File: src/trace_cfg.svh
`ifndef TRACE_CFG_SVH
`define TRACE_CFG_SVH

// Harts sharing the observation bus
// Sets the hart tag width and the tracker count
`define TRACE_NUM_HARTS 2

// Entries in each per-hart tracking queue
`define TRACE_FIFO_DEPTH 4

// Width of the decode cycle stamp, wraps silently
`define TRACE_CYCLE_W 16

`endif

File: src/rv_isa_pkg.sv
`default_nettype none

`include "trace_cfg.svh"

package rv_isa_pkg;

  // Hart tag width, at least one bit
  localparam int unsigned HART_W = (`TRACE_NUM_HARTS > 1) ? $clog2(`TRACE_NUM_HARTS) : 1;

  typedef logic [31:0]       xlen_t;
  typedef logic [4:0]        reg_addr_t;
  typedef logic [6:0]        opcode_t;
  typedef logic [HART_W-1:0] hart_id_t;

  // Coarse class of a retired instruction
  typedef enum logic [1:0] {
    KIND_LOAD  = 2'd0,
    KIND_STORE = 2'd1,
    KIND_ALU   = 2'd2,
    KIND_OTHER = 2'd3
  } instr_kind_e;

  // --------------------
  // Major opcodes
  localparam opcode_t OPC_LOAD   = 7'b0000011;
  localparam opcode_t OPC_STORE  = 7'b0100011;
  localparam opcode_t OPC_OP     = 7'b0110011;
  localparam opcode_t OPC_OP_IMM = 7'b0010011;
  localparam opcode_t OPC_LUI    = 7'b0110111;
  localparam opcode_t OPC_AUIPC  = 7'b0010111;

  // Kind from the opcode field only
  function automatic instr_kind_e instr_kind_of(input xlen_t instr);
    instr_kind_e kind;
    case (opcode_t'(instr[6:0]))
      OPC_LOAD:   kind = KIND_LOAD;
      OPC_STORE:  kind = KIND_STORE;
      OPC_OP,
      OPC_OP_IMM,
      OPC_LUI,
      OPC_AUIPC:  kind = KIND_ALU;
      default:    kind = KIND_OTHER;
    endcase
    return kind;
  endfunction

  // Destination register field
  function automatic reg_addr_t rd_of(input xlen_t instr);
    return instr[11:7];
  endfunction

endpackage

`default_nettype wire

File: src/trace_pkg.sv
`default_nettype none

`include "trace_cfg.svh"

package trace_pkg;

  typedef logic [`TRACE_CYCLE_W-1:0] cycle_t;

  // --------------------
  // Record built at decode
  typedef struct packed {
    cycle_t            cycle;
    rv_isa_pkg::xlen_t pc;
    rv_isa_pkg::xlen_t instr;
  } decode_rec_t;

  // Decode record plus the memory access seen in execute
  // Fields are zero when there was no access
  typedef struct packed {
    decode_rec_t       dec;
    logic              mem_valid;
    logic              mem_we;
    rv_isa_pkg::xlen_t mem_addr;
  } exec_rec_t;

  // Execute record plus the register write seen in writeback
  typedef struct packed {
    exec_rec_t             ex;
    logic                  rd_we;
    rv_isa_pkg::reg_addr_t rd;
    rv_isa_pkg::xlen_t     rd_wdata;
  } retire_rec_t;

endpackage

`default_nettype wire

File: src/hart_tracker.sv
`timescale 1ns/1ps
`default_nettype none

`include "trace_cfg.svh"

module hart_tracker (
  input  wire logic                   clk_i,
  input  wire logic                   rst_n,
  input  wire logic                   dec_push,
  input  wire logic                   ex_adv,
  input  wire logic                   wb_adv,
  input  wire trace_pkg::decode_rec_t dec_rec,
  input  wire logic                   mem_valid,
  input  wire logic                   mem_we,
  input  wire rv_isa_pkg::xlen_t      mem_addr,
  input  wire logic                   reg_we,
  input  wire rv_isa_pkg::reg_addr_t  reg_addr,
  input  wire rv_isa_pkg::xlen_t      reg_wdata,
  input  wire logic                   ret_pop,
  output logic                        ret_valid,
  output trace_pkg::retire_rec_t      ret_rec,
  output logic                        overflow
);

  import rv_isa_pkg::*;
  import trace_pkg::*;

  decode_rec_t dq_rdata;
  exec_rec_t   eq_wdata;
  exec_rec_t   eq_rdata;
  retire_rec_t rq_wdata;
  logic        dq_empty;
  logic        dq_full;
  logic        eq_empty;
  logic        eq_full;
  logic        rq_empty;
  logic        rq_full;
  logic        dq_push;
  logic        eq_req;
  logic        eq_push;
  logic        rq_req;
  logic        rq_push;
  logic        drop;
  reg_addr_t   rd;
  logic        rd_hit;

  // --------------------
  // Decode queue, the execute advance pops the head
  assign dq_push = dec_push && (!dq_full || ex_adv);

  trace_fifo #(.payload_t(decode_rec_t), .DEPTH(`TRACE_FIFO_DEPTH)) u_dec_q (
    .clk_i (clk_i),
    .rst_n (rst_n),
    .push  (dq_push),
    .wdata (dec_rec),
    .pop   (ex_adv),
    .rdata (dq_rdata),
    .empty (dq_empty),
    .full  (dq_full)
  );

  // --------------------
  // Execute queue, head of decode plus the memory access
  assign eq_req   = ex_adv && !dq_empty;
  assign eq_push  = eq_req && (!eq_full || wb_adv);
  assign eq_wdata = '{dec: dq_rdata, mem_valid: mem_valid, mem_we: mem_we, mem_addr: mem_addr};

  trace_fifo #(.payload_t(exec_rec_t), .DEPTH(`TRACE_FIFO_DEPTH)) u_exec_q (
    .clk_i (clk_i),
    .rst_n (rst_n),
    .push  (eq_push),
    .wdata (eq_wdata),
    .pop   (wb_adv),
    .rdata (eq_rdata),
    .empty (eq_empty),
    .full  (eq_full)
  );

  // --------------------
  // Retire queue
  // Write kept only when it targets this instruction's rd, never x0
  assign rd       = rd_of(eq_rdata.dec.instr);
  assign rd_hit   = reg_we && (reg_addr == rd) && (rd != '0);
  assign rq_req   = wb_adv && !eq_empty;
  assign rq_push  = rq_req && (!rq_full || ret_pop);
  assign rq_wdata = '{ex: eq_rdata, rd_we: rd_hit, rd: rd, rd_wdata: rd_hit ? reg_wdata : '0};

  trace_fifo #(.payload_t(retire_rec_t), .DEPTH(`TRACE_FIFO_DEPTH)) u_ret_q (
    .clk_i (clk_i),
    .rst_n (rst_n),
    .push  (rq_push),
    .wdata (rq_wdata),
    .pop   (ret_pop),
    .rdata (ret_rec),
    .empty (rq_empty),
    .full  (rq_full)
  );

  assign ret_valid = !rq_empty;

  // Any refused push loses an instruction, flag stays until reset
  assign drop = (dec_push && !dq_push) || (eq_req && !eq_push) || (rq_req && !rq_push);

  always_ff @(posedge clk_i or negedge rst_n) begin
    if (!rst_n) overflow <= 1'b0;
    else if (drop) overflow <= 1'b1;
  end

  // Bus ordering per hart, seen through the capture stage
  a_ex_order: assert property (@(posedge clk_i) disable iff (!rst_n) ex_adv |-> !dq_empty)
    else $error("hart_tracker: execute with nothing decoded");
  a_wb_order: assert property (@(posedge clk_i) disable iff (!rst_n) wb_adv |-> !eq_empty)
    else $error("hart_tracker: writeback with nothing executed");

endmodule

`default_nettype wire

File: src/retire_arbiter.sv
`timescale 1ns/1ps
`default_nettype none

`include "trace_cfg.svh"

module retire_arbiter (
  input  wire logic                   clk_i,
  input  wire logic                   rst_n,
  input  wire logic [`TRACE_NUM_HARTS-1:0] ret_valid,
  input  wire trace_pkg::retire_rec_t ret_rec [`TRACE_NUM_HARTS],
  input  wire logic                   trace_ack,
  output logic [`TRACE_NUM_HARTS-1:0] ret_pop,
  output logic                        trace_req,
  output rv_isa_pkg::hart_id_t        trace_hart,
  output trace_pkg::cycle_t           trace_cycle,
  output rv_isa_pkg::xlen_t           trace_pc,
  output rv_isa_pkg::xlen_t           trace_instr,
  output rv_isa_pkg::instr_kind_e     trace_kind,
  output logic                        trace_rd_we,
  output rv_isa_pkg::reg_addr_t       trace_rd,
  output rv_isa_pkg::xlen_t           trace_rd_wdata,
  output logic                        trace_mem_valid,
  output logic                        trace_mem_we,
  output rv_isa_pkg::xlen_t           trace_mem_addr
);

  import rv_isa_pkg::*;
  import trace_pkg::*;

  typedef enum logic [1:0] {S_IDLE, S_REQ, S_ACK_LOW} state_e;

  state_e      state_q;
  logic        pend_q;
  hart_id_t    last_q;
  hart_id_t    win;
  logic        any_valid;
  logic        do_pop;
  retire_rec_t rec_q;
  hart_id_t    hart_q;

  // Round-robin search, starts after the last hart served
  always_comb begin
    int unsigned idx;
    win       = last_q;
    any_valid = 1'b0;
    for (int unsigned i = 1; i <= `TRACE_NUM_HARTS; i++) begin
      idx = (int'(last_q) + i) % `TRACE_NUM_HARTS;
      if (!any_valid && ret_valid[idx]) begin
        any_valid = 1'b1;
        win       = hart_id_t'(idx);
      end
    end
  end

  // Output register refills once the previous record was acked
  always_comb begin
    case (state_q)
      S_IDLE:    do_pop = any_valid && !trace_ack;
      S_ACK_LOW: do_pop = any_valid && !pend_q;
      default:   do_pop = 1'b0;
    endcase
  end

  always_comb begin
    ret_pop = '0;
    if (do_pop) ret_pop[win] = 1'b1;
  end

  // --------------------
  // Four-phase handshake
  always_ff @(posedge clk_i or negedge rst_n) begin
    if (!rst_n) begin
      state_q <= S_IDLE;
      pend_q  <= 1'b0;
      last_q  <= '0;
    end else begin
      if (do_pop) last_q <= win;
      case (state_q)
        S_IDLE:  if (do_pop) state_q <= S_REQ;
        S_REQ:   if (trace_ack) state_q <= S_ACK_LOW;
        S_ACK_LOW: begin
          if (!trace_ack) begin
            // Pending record goes out as soon as ack is low
            pend_q  <= 1'b0;
            state_q <= (pend_q || do_pop) ? S_REQ : S_IDLE;
          end else if (do_pop) begin
            pend_q <= 1'b1;
          end
        end
        default: state_q <= S_IDLE;
      endcase
    end
  end

  // Record payload held stable while the request is up
  always_ff @(posedge clk_i) begin
    if (do_pop) begin
      rec_q  <= ret_rec[win];
      hart_q <= win;
    end
  end

  assign trace_req       = (state_q == S_REQ);
  assign trace_hart      = hart_q;
  assign trace_cycle     = rec_q.ex.dec.cycle;
  assign trace_pc        = rec_q.ex.dec.pc;
  assign trace_instr     = rec_q.ex.dec.instr;
  assign trace_kind      = instr_kind_of(rec_q.ex.dec.instr);
  assign trace_rd_we     = rec_q.rd_we;
  assign trace_rd        = rec_q.rd;
  assign trace_rd_wdata  = rec_q.rd_wdata;
  assign trace_mem_valid = rec_q.ex.mem_valid;
  assign trace_mem_we    = rec_q.ex.mem_we;
  assign trace_mem_addr  = rec_q.ex.mem_addr;

  // New request only after the receiver let go of ack
  a_req_rise: assert property (@(posedge clk_i) disable iff (!rst_n)
    $rose(trace_req) |-> !$past(trace_ack))
    else $error("retire_arbiter: request raised while ack high");

endmodule

`default_nettype wire

File: src/trace_capture.sv
`timescale 1ns/1ps
`default_nettype none

`include "trace_cfg.svh"

module trace_capture (
  input  wire logic                        clk_i,
  input  wire logic                        rst_n,
  // Decode event
  input  wire logic                        id_fire,
  input  wire rv_isa_pkg::hart_id_t        id_hart,
  input  wire rv_isa_pkg::xlen_t           id_pc,
  input  wire rv_isa_pkg::xlen_t           id_instr,
  input  wire logic                        id_illegal,
  // Execute event with optional memory access
  input  wire logic                        ex_fire,
  input  wire rv_isa_pkg::hart_id_t        ex_hart,
  input  wire logic                        mem_fire,
  input  wire logic                        mem_we,
  input  wire rv_isa_pkg::xlen_t           mem_addr,
  // Writeback event
  input  wire logic                        wb_fire,
  input  wire rv_isa_pkg::hart_id_t        wb_hart,
  input  wire logic                        wb_reg_we,
  input  wire rv_isa_pkg::reg_addr_t       wb_reg_addr,
  input  wire rv_isa_pkg::xlen_t           wb_reg_wdata,
  // Per-hart strobes
  output logic [`TRACE_NUM_HARTS-1:0]      dec_push,
  output logic [`TRACE_NUM_HARTS-1:0]      ex_adv,
  output logic [`TRACE_NUM_HARTS-1:0]      wb_adv,
  // Shared registered data
  output trace_pkg::decode_rec_t           dec_rec,
  output logic                             mem_valid,
  output logic                             cap_mem_we,
  output rv_isa_pkg::xlen_t                cap_mem_addr,
  output logic                             reg_we,
  output rv_isa_pkg::reg_addr_t            reg_addr,
  output rv_isa_pkg::xlen_t                reg_wdata
);

  import rv_isa_pkg::*;
  import trace_pkg::*;

  cycle_t cycle_q;

  // Free running stamp, 0 at the first edge after reset
  always_ff @(posedge clk_i or negedge rst_n) begin
    if (!rst_n) cycle_q <= '0;
    else cycle_q <= cycle_q + 1'b1;
  end

  // --------------------
  // One-hot strobes per hart, illegal decodes never reach a tracker
  always_ff @(posedge clk_i or negedge rst_n) begin
    if (!rst_n) begin
      dec_push <= '0;
      ex_adv   <= '0;
      wb_adv   <= '0;
    end else begin
      for (int h = 0; h < `TRACE_NUM_HARTS; h++) begin
        dec_push[h] <= id_fire && !id_illegal && (id_hart == hart_id_t'(h));
        ex_adv[h]   <= ex_fire && (ex_hart == hart_id_t'(h));
        wb_adv[h]   <= wb_fire && (wb_hart == hart_id_t'(h));
      end
    end
  end

  // Data only matters alongside a strobe
  always_ff @(posedge clk_i) begin
    dec_rec      <= '{cycle: cycle_q, pc: id_pc, instr: id_instr};
    // Memory fields cleared when execute had no access
    mem_valid    <= ex_fire && mem_fire;
    cap_mem_we   <= ex_fire && mem_fire && mem_we;
    cap_mem_addr <= (ex_fire && mem_fire) ? mem_addr : '0;
    reg_we       <= wb_fire && wb_reg_we;
    reg_addr     <= wb_reg_addr;
    reg_wdata    <= wb_reg_wdata;
  end

  // Tags outside the cluster would be silently lost
  a_hart_range: assert property (@(posedge clk_i) disable iff (!rst_n)
    (id_fire -> (int'(id_hart) < `TRACE_NUM_HARTS)) &&
    (ex_fire -> (int'(ex_hart) < `TRACE_NUM_HARTS)) &&
    (wb_fire -> (int'(wb_hart) < `TRACE_NUM_HARTS)))
    else $error("trace_capture: hart tag out of range");

endmodule

`default_nettype wire

File: src/trace_fifo.sv
`timescale 1ns/1ps
`default_nettype none

module trace_fifo #(
  parameter type         payload_t = logic,
  parameter int unsigned DEPTH     = 4
) (
  input  wire logic     clk_i,
  input  wire logic     rst_n,
  input  wire logic     push,
  input  wire payload_t wdata,
  input  wire logic     pop,
  output payload_t      rdata,
  output logic          empty,
  output logic          full
);

  localparam int unsigned AW = (DEPTH > 1) ? $clog2(DEPTH) : 1;
  localparam int unsigned CW = $clog2(DEPTH + 1);

  payload_t      mem_q [DEPTH];
  logic [AW-1:0] wr_ptr_q;
  logic [AW-1:0] rd_ptr_q;
  logic [CW-1:0] count_q;
  logic          do_push;
  logic          do_pop;

  // Pointers wrap at DEPTH, which need not be a power of two
  function automatic logic [AW-1:0] next_ptr(input logic [AW-1:0] ptr);
    return (ptr == AW'(DEPTH - 1)) ? '0 : ptr + 1'b1;
  endfunction

  assign empty   = (count_q == '0);
  assign full    = (count_q == CW'(DEPTH));
  assign do_pop  = pop && !empty;
  // A full queue still takes a push when the head leaves in the same cycle
  assign do_push = push && (!full || do_pop);
  // Head entry shown combinationally
  assign rdata   = mem_q[rd_ptr_q];

  always_ff @(posedge clk_i or negedge rst_n) begin
    if (!rst_n) begin
      wr_ptr_q <= '0;
      rd_ptr_q <= '0;
      count_q  <= '0;
    end else begin
      if (do_push) wr_ptr_q <= next_ptr(wr_ptr_q);
      if (do_pop) rd_ptr_q <= next_ptr(rd_ptr_q);
      if (do_push && !do_pop) count_q <= count_q + 1'b1;
      else if (do_pop && !do_push) count_q <= count_q - 1'b1;
    end
  end

  // Storage
  always_ff @(posedge clk_i) begin
    if (do_push) mem_q[wr_ptr_q] <= wdata;
  end

  // Callers must never pop an empty queue
  a_pop_empty: assert property (@(posedge clk_i) disable iff (!rst_n) pop |-> !empty)
    else $error("trace_fifo: pop while empty");
  // Callers filter pushes into a full queue
  a_push_full: assert property (@(posedge clk_i) disable iff (!rst_n) push && full |-> pop)
    else $error("trace_fifo: push while full");

endmodule

`default_nettype wire

File: src/trace_unit.sv
`timescale 1ns/1ps
`default_nettype none

`include "trace_cfg.svh"

module trace_unit (
  input  wire logic                   clk_i,
  input  wire logic                   rst_n,
  // Decode event
  input  wire logic                   id_fire,
  input  wire rv_isa_pkg::hart_id_t   id_hart,
  input  wire rv_isa_pkg::xlen_t      id_pc,
  input  wire rv_isa_pkg::xlen_t      id_instr,
  input  wire logic                   id_illegal,
  // Execute event with optional memory access
  input  wire logic                   ex_fire,
  input  wire rv_isa_pkg::hart_id_t   ex_hart,
  input  wire logic                   mem_fire,
  input  wire logic                   mem_we,
  input  wire rv_isa_pkg::xlen_t      mem_addr,
  // Writeback event
  input  wire logic                   wb_fire,
  input  wire rv_isa_pkg::hart_id_t   wb_hart,
  input  wire logic                   wb_reg_we,
  input  wire rv_isa_pkg::reg_addr_t  wb_reg_addr,
  input  wire rv_isa_pkg::xlen_t      wb_reg_wdata,
  // Retired record, four-phase
  output logic                        trace_req,
  input  wire logic                   trace_ack,
  output rv_isa_pkg::hart_id_t        trace_hart,
  output trace_pkg::cycle_t           trace_cycle,
  output rv_isa_pkg::xlen_t           trace_pc,
  output rv_isa_pkg::xlen_t           trace_instr,
  output rv_isa_pkg::instr_kind_e     trace_kind,
  output logic                        trace_rd_we,
  output rv_isa_pkg::reg_addr_t       trace_rd,
  output rv_isa_pkg::xlen_t           trace_rd_wdata,
  output logic                        trace_mem_valid,
  output logic                        trace_mem_we,
  output rv_isa_pkg::xlen_t           trace_mem_addr,
  // Sticky, one bit per hart
  output logic [`TRACE_NUM_HARTS-1:0] trace_overflow
);

  import rv_isa_pkg::*;
  import trace_pkg::*;

  logic [`TRACE_NUM_HARTS-1:0] dec_push;
  logic [`TRACE_NUM_HARTS-1:0] ex_adv;
  logic [`TRACE_NUM_HARTS-1:0] wb_adv;
  decode_rec_t                 dec_rec;
  logic                        mem_valid;
  logic                        cap_mem_we;
  xlen_t                       cap_mem_addr;
  logic                        reg_we;
  reg_addr_t                   reg_addr;
  xlen_t                       reg_wdata;
  logic [`TRACE_NUM_HARTS-1:0] ret_valid;
  logic [`TRACE_NUM_HARTS-1:0] ret_pop;
  retire_rec_t                 ret_rec [`TRACE_NUM_HARTS];

  // --------------------
  // Bus capture, one cycle
  trace_capture u_capture (
    .clk_i, .rst_n,
    .id_fire, .id_hart, .id_pc, .id_instr, .id_illegal,
    .ex_fire, .ex_hart, .mem_fire, .mem_we, .mem_addr,
    .wb_fire, .wb_hart, .wb_reg_we, .wb_reg_addr, .wb_reg_wdata,
    .dec_push, .ex_adv, .wb_adv, .dec_rec,
    .mem_valid, .cap_mem_we, .cap_mem_addr,
    .reg_we, .reg_addr, .reg_wdata
  );

  // One tracker per hart, all sharing the captured data
  for (genvar h = 0; h < `TRACE_NUM_HARTS; h++) begin : g_hart
    hart_tracker u_tracker (
      .clk_i     (clk_i),
      .rst_n     (rst_n),
      .dec_push  (dec_push[h]),
      .ex_adv    (ex_adv[h]),
      .wb_adv    (wb_adv[h]),
      .dec_rec   (dec_rec),
      .mem_valid (mem_valid),
      .mem_we    (cap_mem_we),
      .mem_addr  (cap_mem_addr),
      .reg_we    (reg_we),
      .reg_addr  (reg_addr),
      .reg_wdata (reg_wdata),
      .ret_pop   (ret_pop[h]),
      .ret_valid (ret_valid[h]),
      .ret_rec   (ret_rec[h]),
      .overflow  (trace_overflow[h])
    );
  end

  // Output side
  retire_arbiter u_arbiter (
    .clk_i, .rst_n, .ret_valid, .ret_rec, .trace_ack, .ret_pop,
    .trace_req, .trace_hart, .trace_cycle, .trace_pc, .trace_instr, .trace_kind,
    .trace_rd_we, .trace_rd, .trace_rd_wdata,
    .trace_mem_valid, .trace_mem_we, .trace_mem_addr
  );

endmodule

`default_nettype wire

File: config.mk
export PLATFORM = sky130hd
export DESIGN_NAME = trace_unit
export DESIGN_NICKNAME = d
export VERILOG_FILES = /design/src/rv_isa_pkg.sv /design/src/trace_pkg.sv /design/src/hart_tracker.sv /design/src/retire_arbiter.sv /design/src/trace_capture.sv /design/src/trace_fifo.sv /design/src/trace_unit.sv
export VERILOG_INCLUDE_DIRS = /design/src /design/src/src
export SDC_FILE = /design/constraint.sdc
export NUM_CORES = 2
export LEC_CHECK = 0
export ABC_AREA = 1
export BUFFER_PORTS_ARGS = -buffer_cell sky130_fd_sc_hd__buf_2
export CORE_UTILIZATION = 31
export DETAILED_ROUTE_END_ITERATION = 8
export GPL_ROUTABILITY_DRIVEN = 1
export SYNTH_ARGS = -nofsm -noshare
export SYNTH_HDL_FRONTEND = slang
export SYNTH_SLANG_ARGS = --single-unit
File: constraint.sdc
create_clock -name clk_i -period 25.4 [get_ports clk_i]
set_input_delay 1.27 -clock clk_i [delete_from_list [all_inputs] [get_ports clk_i]]
set_output_delay 1.27 -clock clk_i [all_outputs]
set_load 0.05 [all_outputs]
== Word-level counts from Yosys, hierarchy flattened ==
Memory sizes are Yosys's and may differ from the RTL's.
Cells that the tools add are included.
Word-level totals
  memories: 6
  output and inout port bits: 158
  RAM bits: 2768
  register bits: 375
  bits of input ports: 146
Memory list
  g_hart[0].u_tracker.u_ret_q.mem_q: depth 4, bits a word 152, rd ports 1, clocked after Yosys merged registers in 0, wr ports 1, RTL line trace_fifo.sv:21  | payload_t mem_q [DEPTH];
  g_hart[1].u_tracker.u_ret_q.mem_q: depth 4, bits a word 152, rd ports 1, clocked after Yosys merged registers in 0, wr ports 1, RTL line trace_fifo.sv:21
  g_hart[0].u_tracker.u_exec_q.mem_q: depth 4, bits a word 114, rd ports 1, clocked after Yosys merged registers in 0, wr ports 1, RTL line trace_fifo.sv:21
  g_hart[1].u_tracker.u_exec_q.mem_q: depth 4, bits a word 114, rd ports 1, clocked after Yosys merged registers in 0, wr ports 1, RTL line trace_fifo.sv:21
  g_hart[0].u_tracker.u_dec_q.mem_q: depth 4, bits a word 80, rd ports 1, clocked after Yosys merged registers in 0, wr ports 1, RTL line trace_fifo.sv:21
  g_hart[1].u_tracker.u_dec_q.mem_q: depth 4, bits a word 80, rd ports 1, clocked after Yosys merged registers in 0, wr ports 1, RTL line trace_fifo.sv:21
Cells by class
  bitwise logic cells: 4
  multiplexer cells: 61
  reduce and logical (&&, ||, !) cells: 123
  magnitude comparators: 5
  add/sub/neg operators: 27
  equality and inequality tests: 32
Operator list (number)
  152-bit 2-to-1 mux: 3
  32-bit 2-to-1 mux: 2
  1-bit logical AND: 54
  3-bit 2-to-1 mux: 12
  1-bit zero test: 34
  2-bit 2-to-1 mux: 16
  2-bit == test, second input constant: 13
  2-bit by 1-bit adder with 2-bit output, second input constant: 12
  1-bit 2-to-1 mux: 24
  7-bit by 6-bit == test with 1-bit output, second input constant: 3
  3-bit by 1-bit adder with 3-bit output, second input constant: 6
  3-bit == test, second input constant: 6
  3-bit zero test: 6
  3-bit by 1-bit subtractor with 3-bit output, second input constant: 6
  1-bit logical OR: 17
  16-bit by 1-bit adder with 16-bit output, second input constant: 1
  7-bit by 5-bit == test with 1-bit output, second input constant: 2
  2-bit case mux with 3 select lines: 2
  2-bit nonzero test: 6
  5-bit == test: 2
  5-bit nonzero test: 2
  7-bit by 2-bit == test with 1-bit output, second input constant: 1
  1-bit by 2-bit < comparator with 1-bit output, second input constant: 3
  2-bit by 1-bit != test with 1-bit output, second input constant: 3
  other kinds (13): 16

== Depth between registers and ports, before layout ==
  depth after elaboration: 20
  mapped depth: 15
  gate-level depth less buffers: 15

== Cells and area by module ==
A second synthesis with hierarchy kept.
Second synthesis, totals
  cells, all modules: 9683
  area total of the unflattened synthesis: 125228.9 um2
Modules (own cells, without submodules)
  trace_fifo (g_hart[0].u_tracker.u_ret_q ...): cells each 1834, instances 2, area each 24731.2 um2
  trace_fifo (g_hart[0].u_tracker.u_exec_q ...): cells each 1390, instances 2, area each 18466.5 um2
  trace_fifo (g_hart[0].u_tracker.u_dec_q ...): cells each 994, instances 2, area each 13103.8 um2
  retire_arbiter: cells each 687, instances 1, area each 6834.1 um2
  trace_capture: cells each 330, instances 1, area each 4290.4 um2
  hart_tracker: cells each 115, instances 2, area each 750.7 um2

== Worst setup path after synthesis ==
Ideal clock, no wire load.
  kind: input -> register
  from: input trace_ack
  to: memory g_hart[1].u_tracker.u_ret_q.mem_q[0][0] (netlist name), enable pin
  path buffers: 0
  arrival time: 8.069 ns
  stages: 7
  setup slack: 16.674 ns
  cells stage by stage: nand2_1 > nand2_1 > nor2_1 > nand3_1 > nand2_1 > nand2_1 > nor2_1
Between the ends
  cells in the longest elaborated chain, start to end: 9
  elaborated cells between the ends (all ways): 11
  those cells by class: mux: 4; reduce/logical: 7
RTL lines
  start, declared: RTL line trace_unit.sv:29  | input wire logic trace_ack,
  1-bit zero test *: RTL line retire_arbiter.sv:58  | S_IDLE: do_pop = any_valid && !trace_ack;
  1-bit logical AND *: RTL line retire_arbiter.sv:58
  1-bit case mux with 2 select lines *: RTL line retire_arbiter.sv:57  | case (state_q)
  2-bit 2-to-1 mux *: RTL line retire_arbiter.sv:66  | if (do_pop) ret_pop[win] = 1'b1;
  1-bit logical OR / 1-bit logical AND (equally long branches): RTL line hart_tracker.sv:85, trace_fifo.sv:35
  1-bit logical AND / 1-bit logical OR (equally long branches): RTL line hart_tracker.sv:85, trace_fifo.sv:37
  1-bit logical AND *: RTL line trace_fifo.sv:37  | assign do_push = push && (!full || do_pop);
  1-bit 2-to-1 mux *: RTL line trace_fifo.sv:56  | if (do_push) mem_q[wr_ptr_q] <= wdata;
  1-bit 2-to-1 mux (not written as such) *: RTL line trace_fifo.sv:56
  end, declared: RTL line trace_fifo.sv:21
Mark *: on every way between the ends. The rest lies on a longest branch, timed or not.

== Worst setup path in the final report ==
  from: register g_hart[1].u_tracker.u_ret_q.count_q[0]
  to: memory g_hart[0].u_tracker.u_ret_q.mem_q[1][6] (netlist name), enable pin
Between the ends
  cells in the longest elaborated chain, start to end: 18
  elaborated cells between the ends (all ways): 28
  those cells by class: order compare: 2; mux: 14; reduce/logical: 12
RTL lines
  start, declared: RTL line trace_fifo.sv:24  | logic [CW-1:0] count_q;
  start signal, assigned: RTL line trace_fifo.sv:49  | if (do_push && !do_pop) count_q <= count_q + 1'b1;
  start signal, assigned: RTL line trace_fifo.sv:50  | else if (do_pop && !do_push) count_q <= count_q - 1'b1;
  3-bit zero test *: RTL line trace_fifo.sv:33  | assign empty = (count_q == '0);
  1-bit zero test *: RTL line hart_tracker.sv:99  | assign ret_valid = !rq_empty;
  1-bit 2-to-1 mux (not written as such) (2 in a row): RTL line retire_arbiter.sv:48  | if (!any_valid && ret_valid[idx]) begin
  1-bit 2-to-1 mux: RTL line retire_arbiter.sv:48
  1-bit zero test: RTL line retire_arbiter.sv:48
  1-bit logical AND: RTL line retire_arbiter.sv:48
  1-bit 2-to-1 mux: RTL line retire_arbiter.sv:48
  1-bit by 2-bit < comparator with 1-bit output (not written as such) / 1-bit greater-or-equal comparator (equally long branches): RTL line retire_arbiter.sv:66
  1-bit logical AND (not written as such): RTL line retire_arbiter.sv:66
  1-bit 2-to-1 mux (not written as such): RTL line retire_arbiter.sv:66
  1-bit demux with 1-bit select
  2-bit 2-to-1 mux *: RTL line retire_arbiter.sv:66
  1-bit logical OR / 1-bit logical AND (equally long branches): RTL line hart_tracker.sv:85, trace_fifo.sv:35
  1-bit logical AND / 1-bit logical OR (equally long branches): RTL line hart_tracker.sv:85, trace_fifo.sv:37
  1-bit logical AND *: RTL line trace_fifo.sv:37
  1-bit 2-to-1 mux *: RTL line trace_fifo.sv:56
  1-bit 2-to-1 mux (not written as such) *: RTL line trace_fifo.sv:56
  end, declared: RTL line trace_fifo.sv:21
Mark *: on every way between the ends. The rest lies on a longest branch, timed or not. The select of a mux whose other input is x is not followed.

==> run metrics <==
share of the synthesized area in the top cell type=about 75%; Cell Rows=222; synthesis-to-layout area growth=14.8%; most frequent cells after synthesis=edfxtp_1, nor2_1, o21ai_0; status=complete, no violations; Routed Antenna Nets=0; Placer Congestion=~0.77; minimum clock period after layout=between 4000 and 5000 ps; setup TNS=0 ps; drt initial violations=5899; share of layout cells above drive strength 1=10.9%; Netlist cell types=32; # IOs=a little over 300; sequential share of the synthesized area=about four fifths; maxcap violations=0; CP startpoint kind=flop; r2r setup slk=between 20000 and 25000 ps; postcts setup bufs=0; global-route usage over all layers=around 15%; worst r2r dst=g_hart[0].u_tracker.u_ret_q.mem_q[1][6]; Worst Max-Slew Pin Slew=around 1300 ps; hold buffer count at cts=0; # nets final=8475; synthesized flop and latch total=between 3000 and 4000; Slew Limit Fails=0; YS warnings=0; final setup violation count=0; dpl cells=roughly 13000; detailed-route DRC error count=0; Setup WS pre-CTS=20590 ps; fin cells=~13000; number of synthesized flops with an enable pin=about 2900; ranking of synthesized cells by area=edfxtp_1, nor2_1, o21ai_0; CTS resizes=0; GR Overflow Total=0; clk_skew=67.9 ps; kind of critical path=reg -> reg; worst reg-to-reg path cell count=9; Synth Cell Area=approximately 110000 µm²; post-synthesis cell type with the largest combined area=edfxtp_1; Hold Crit Class=in -> async; Core ar.=about 370000 µm²; worst rel slew slack=approximately 16%; CTS buffer count=approximately 320; Worst setup EP type=flop; Most used DFF post-synth=edfxtp_1; full die area=372000 µm²; syn avg cell area=about 14 µm²; die height=approximately 610 µm; TritonCTS clock tree=done; CP Max Fanout=52; Setup crit start=g_hart[1].u_tracker.u_ret_q.count_q[0]; RSZ-0062 raised after global routing=false; Filler Cell Count=34200; CP arrival=5080 ps; vias in the first global route=approximately 64000; fraction of registers with async set/reset=around 2.3%; fmax=between 0.2 and 0.25 GHz; period utilization=between 10% and 20%; Req. time, crit path=around 26000 ps; maximum clock path buffer count=4; pwr/cell area=126 nW/µm²; routed via count=around 66000; clock transition at the registers of the reported paths=approximately 60 ps; largest net degree at the start of global routing=about 160; Routed WL=just under 300 mm; clk sink count=3098; initial antenna violation count=between 60 and 70; cell with the most instances after synthesis=edfxtp_1; Final Cell Area=about 130000 µm²; Mapped Nets=slightly above 8000; dpl hpwl=174 mm; Port Buffers=between 300 and 400; post-DR wirelength/cell=roughly 22 µm; VDD IR max=between 0.1 and 0.15 mV; Total Power=about 17 mW; Post-DP Area=about 120000 µm²; first-pass GRT wire length=between 400 and 500 mm; Syn Inst Count=about 8000; Static Leak=approximately 44 nW; H-tree Lvls=5; Clk Latency, worst-skew pair=910 ps; drt via density=~4.9; PnR worst setup slack=approximately 21000 ps; DRT Pass-1 Iters=5; Root Driver=clkbuf_16; r2r startpoint=g_hart[1].u_tracker.u_ret_q.count_q[0]; Fin. Hold Viols=0; Die Width=slightly above 600 µm; Initial Util=31.2%
## power breakdown
group / switching [mW] / internal [mW]
registers: 0.345 / 6.90
clock network: 1.92 / 2.67
logic: 3.72 / 1.02
total: 5.99 / 10.6
## kinds of logic after synthesis
logic type / count (synthesis) / synth area share (%)
buffers and inverters: 670 / 2.42
flip-flops: 3098 / 79.6
AND/OR/NAND/NOR: 2443 / 8.10
multiplexers: 6 / 0.0590
AO/OA/AOI/OAI: 1763 / 9.09
adder cells (fa/ha/maj): 43 / 0.509
XOR/XNOR: 26 / 0.199
## through the flow
step           hold slack [ps]  utilization, %
6_report                   331            35.8
5_1_grt                    335            35.8
4_1_cts                    286            35.8
3_5_place_dp               380            33.0
3_3_place_gp               386            33.0
2_1_floorplan              366               -
## placed cells by master (no fill, tap or decap), types with 6 or more instances in the layout
master,instances
diode_2,11
inv_1,161
clkbuf_8,20
inv_6,17
clkbuf_16,326
nor2_4,24
dfxtp_1,152
nor3_1,7
a21oi_1,11
o22ai_1,378
fa_1,6
mux2_2,6
dfrtp_4,10
clkbuf_1,72
buf_2,302
clkinvlp_4,9
nor2_1,1775
ha_1,37
clkinv_2,48
edfxtp_1,2876
o32ai_1,294
clkinv_1,56
xor2_1,14
nand2_1,581
nand3_1,47
dfrtp_1,58
buf_4,111
xnor2_1,12
o21ai_0,1077
bufinv_16,24
## layout make-up
type / count / area, µm² / share of cell area, %
clock inverter: 168 / 1630 / 1.24
clock buffer: 418 / 8700 / 6.62
timing repair buffer: 414 / 2360 / 1.80
inverter: 172 / 688 / 0.524
antenna: 11 / 27.5 / 0.0210
multi-input combinational: 4281 / 20800 / 15.8
sequential: 3098 / 91200 / 69.4
tap: 4816 / 6030 / 4.59
## critical path: stages (launching register included)
cell and delay, ps:
dfrtp_1 440, nor2_1 140, nand2_1 130, o21ai_4 840, nand3_1 370, nand2_1 240, nand2_1 300, nor2_4 150
buf_4 590, buf_4 880
## flip-flops by register name, summed over array words and instances, names as in the netlist, 16 cells and up
register / cells
g_hart.u_tracker.u_ret_q.mem_q: 1176
g_hart.u_tracker.u_exec_q.mem_q: 912
u_arbiter.trace_pc: 32
u_capture.cap_mem_addr: 32
u_capture.cycle_q: 16
u_arbiter.trace_instr: 32
u_arbiter.trace_mem_addr: 32
u_arbiter.trace_cycle: 16
u_capture.reg_wdata: 32
g_hart.u_tracker.u_dec_q.mem_q: 640
u_capture.dec_rec: 80
u_arbiter.trace_rd_wdata: 32
## routing by layer
metal / part of all wire [%] / routed length (µm) / GRT usage, %
met1: 43 / 126000 / 20.7
met2: 47 / 138000 / 24.9
met3: 6.8 / 19800 / 2.52
met4: 3.1 / 9100 / 4.97
met5: 0.062 / 183 / 0
## how the worst max path moves through the flow
stage / depth (start not counted) / slack, ps / endpoint
6_report: 9 / 20800 / g_hart[0].u_tracker.u_ret_q.mem_q[1][6]
5_1_grt: 9 / 20460 / g_hart[0].u_tracker.u_ret_q.mem_q[0][116]
4_1_cts: 9 / 20760 / g_hart[0].u_tracker.u_ret_q.mem_q[1][30]
3_5_place_dp: 10 / 20590 / g_hart[1].u_tracker.u_ret_q.mem_q[2][123]
3_3_place_gp: 10 / 20490 / g_hart[1].u_tracker.u_ret_q.mem_q[3][25]
2_1_floorplan: 7 / 16670 / g_hart[1].u_tracker.u_ret_q.mem_q[0][0]
Power figures use the tool's default switching activity.
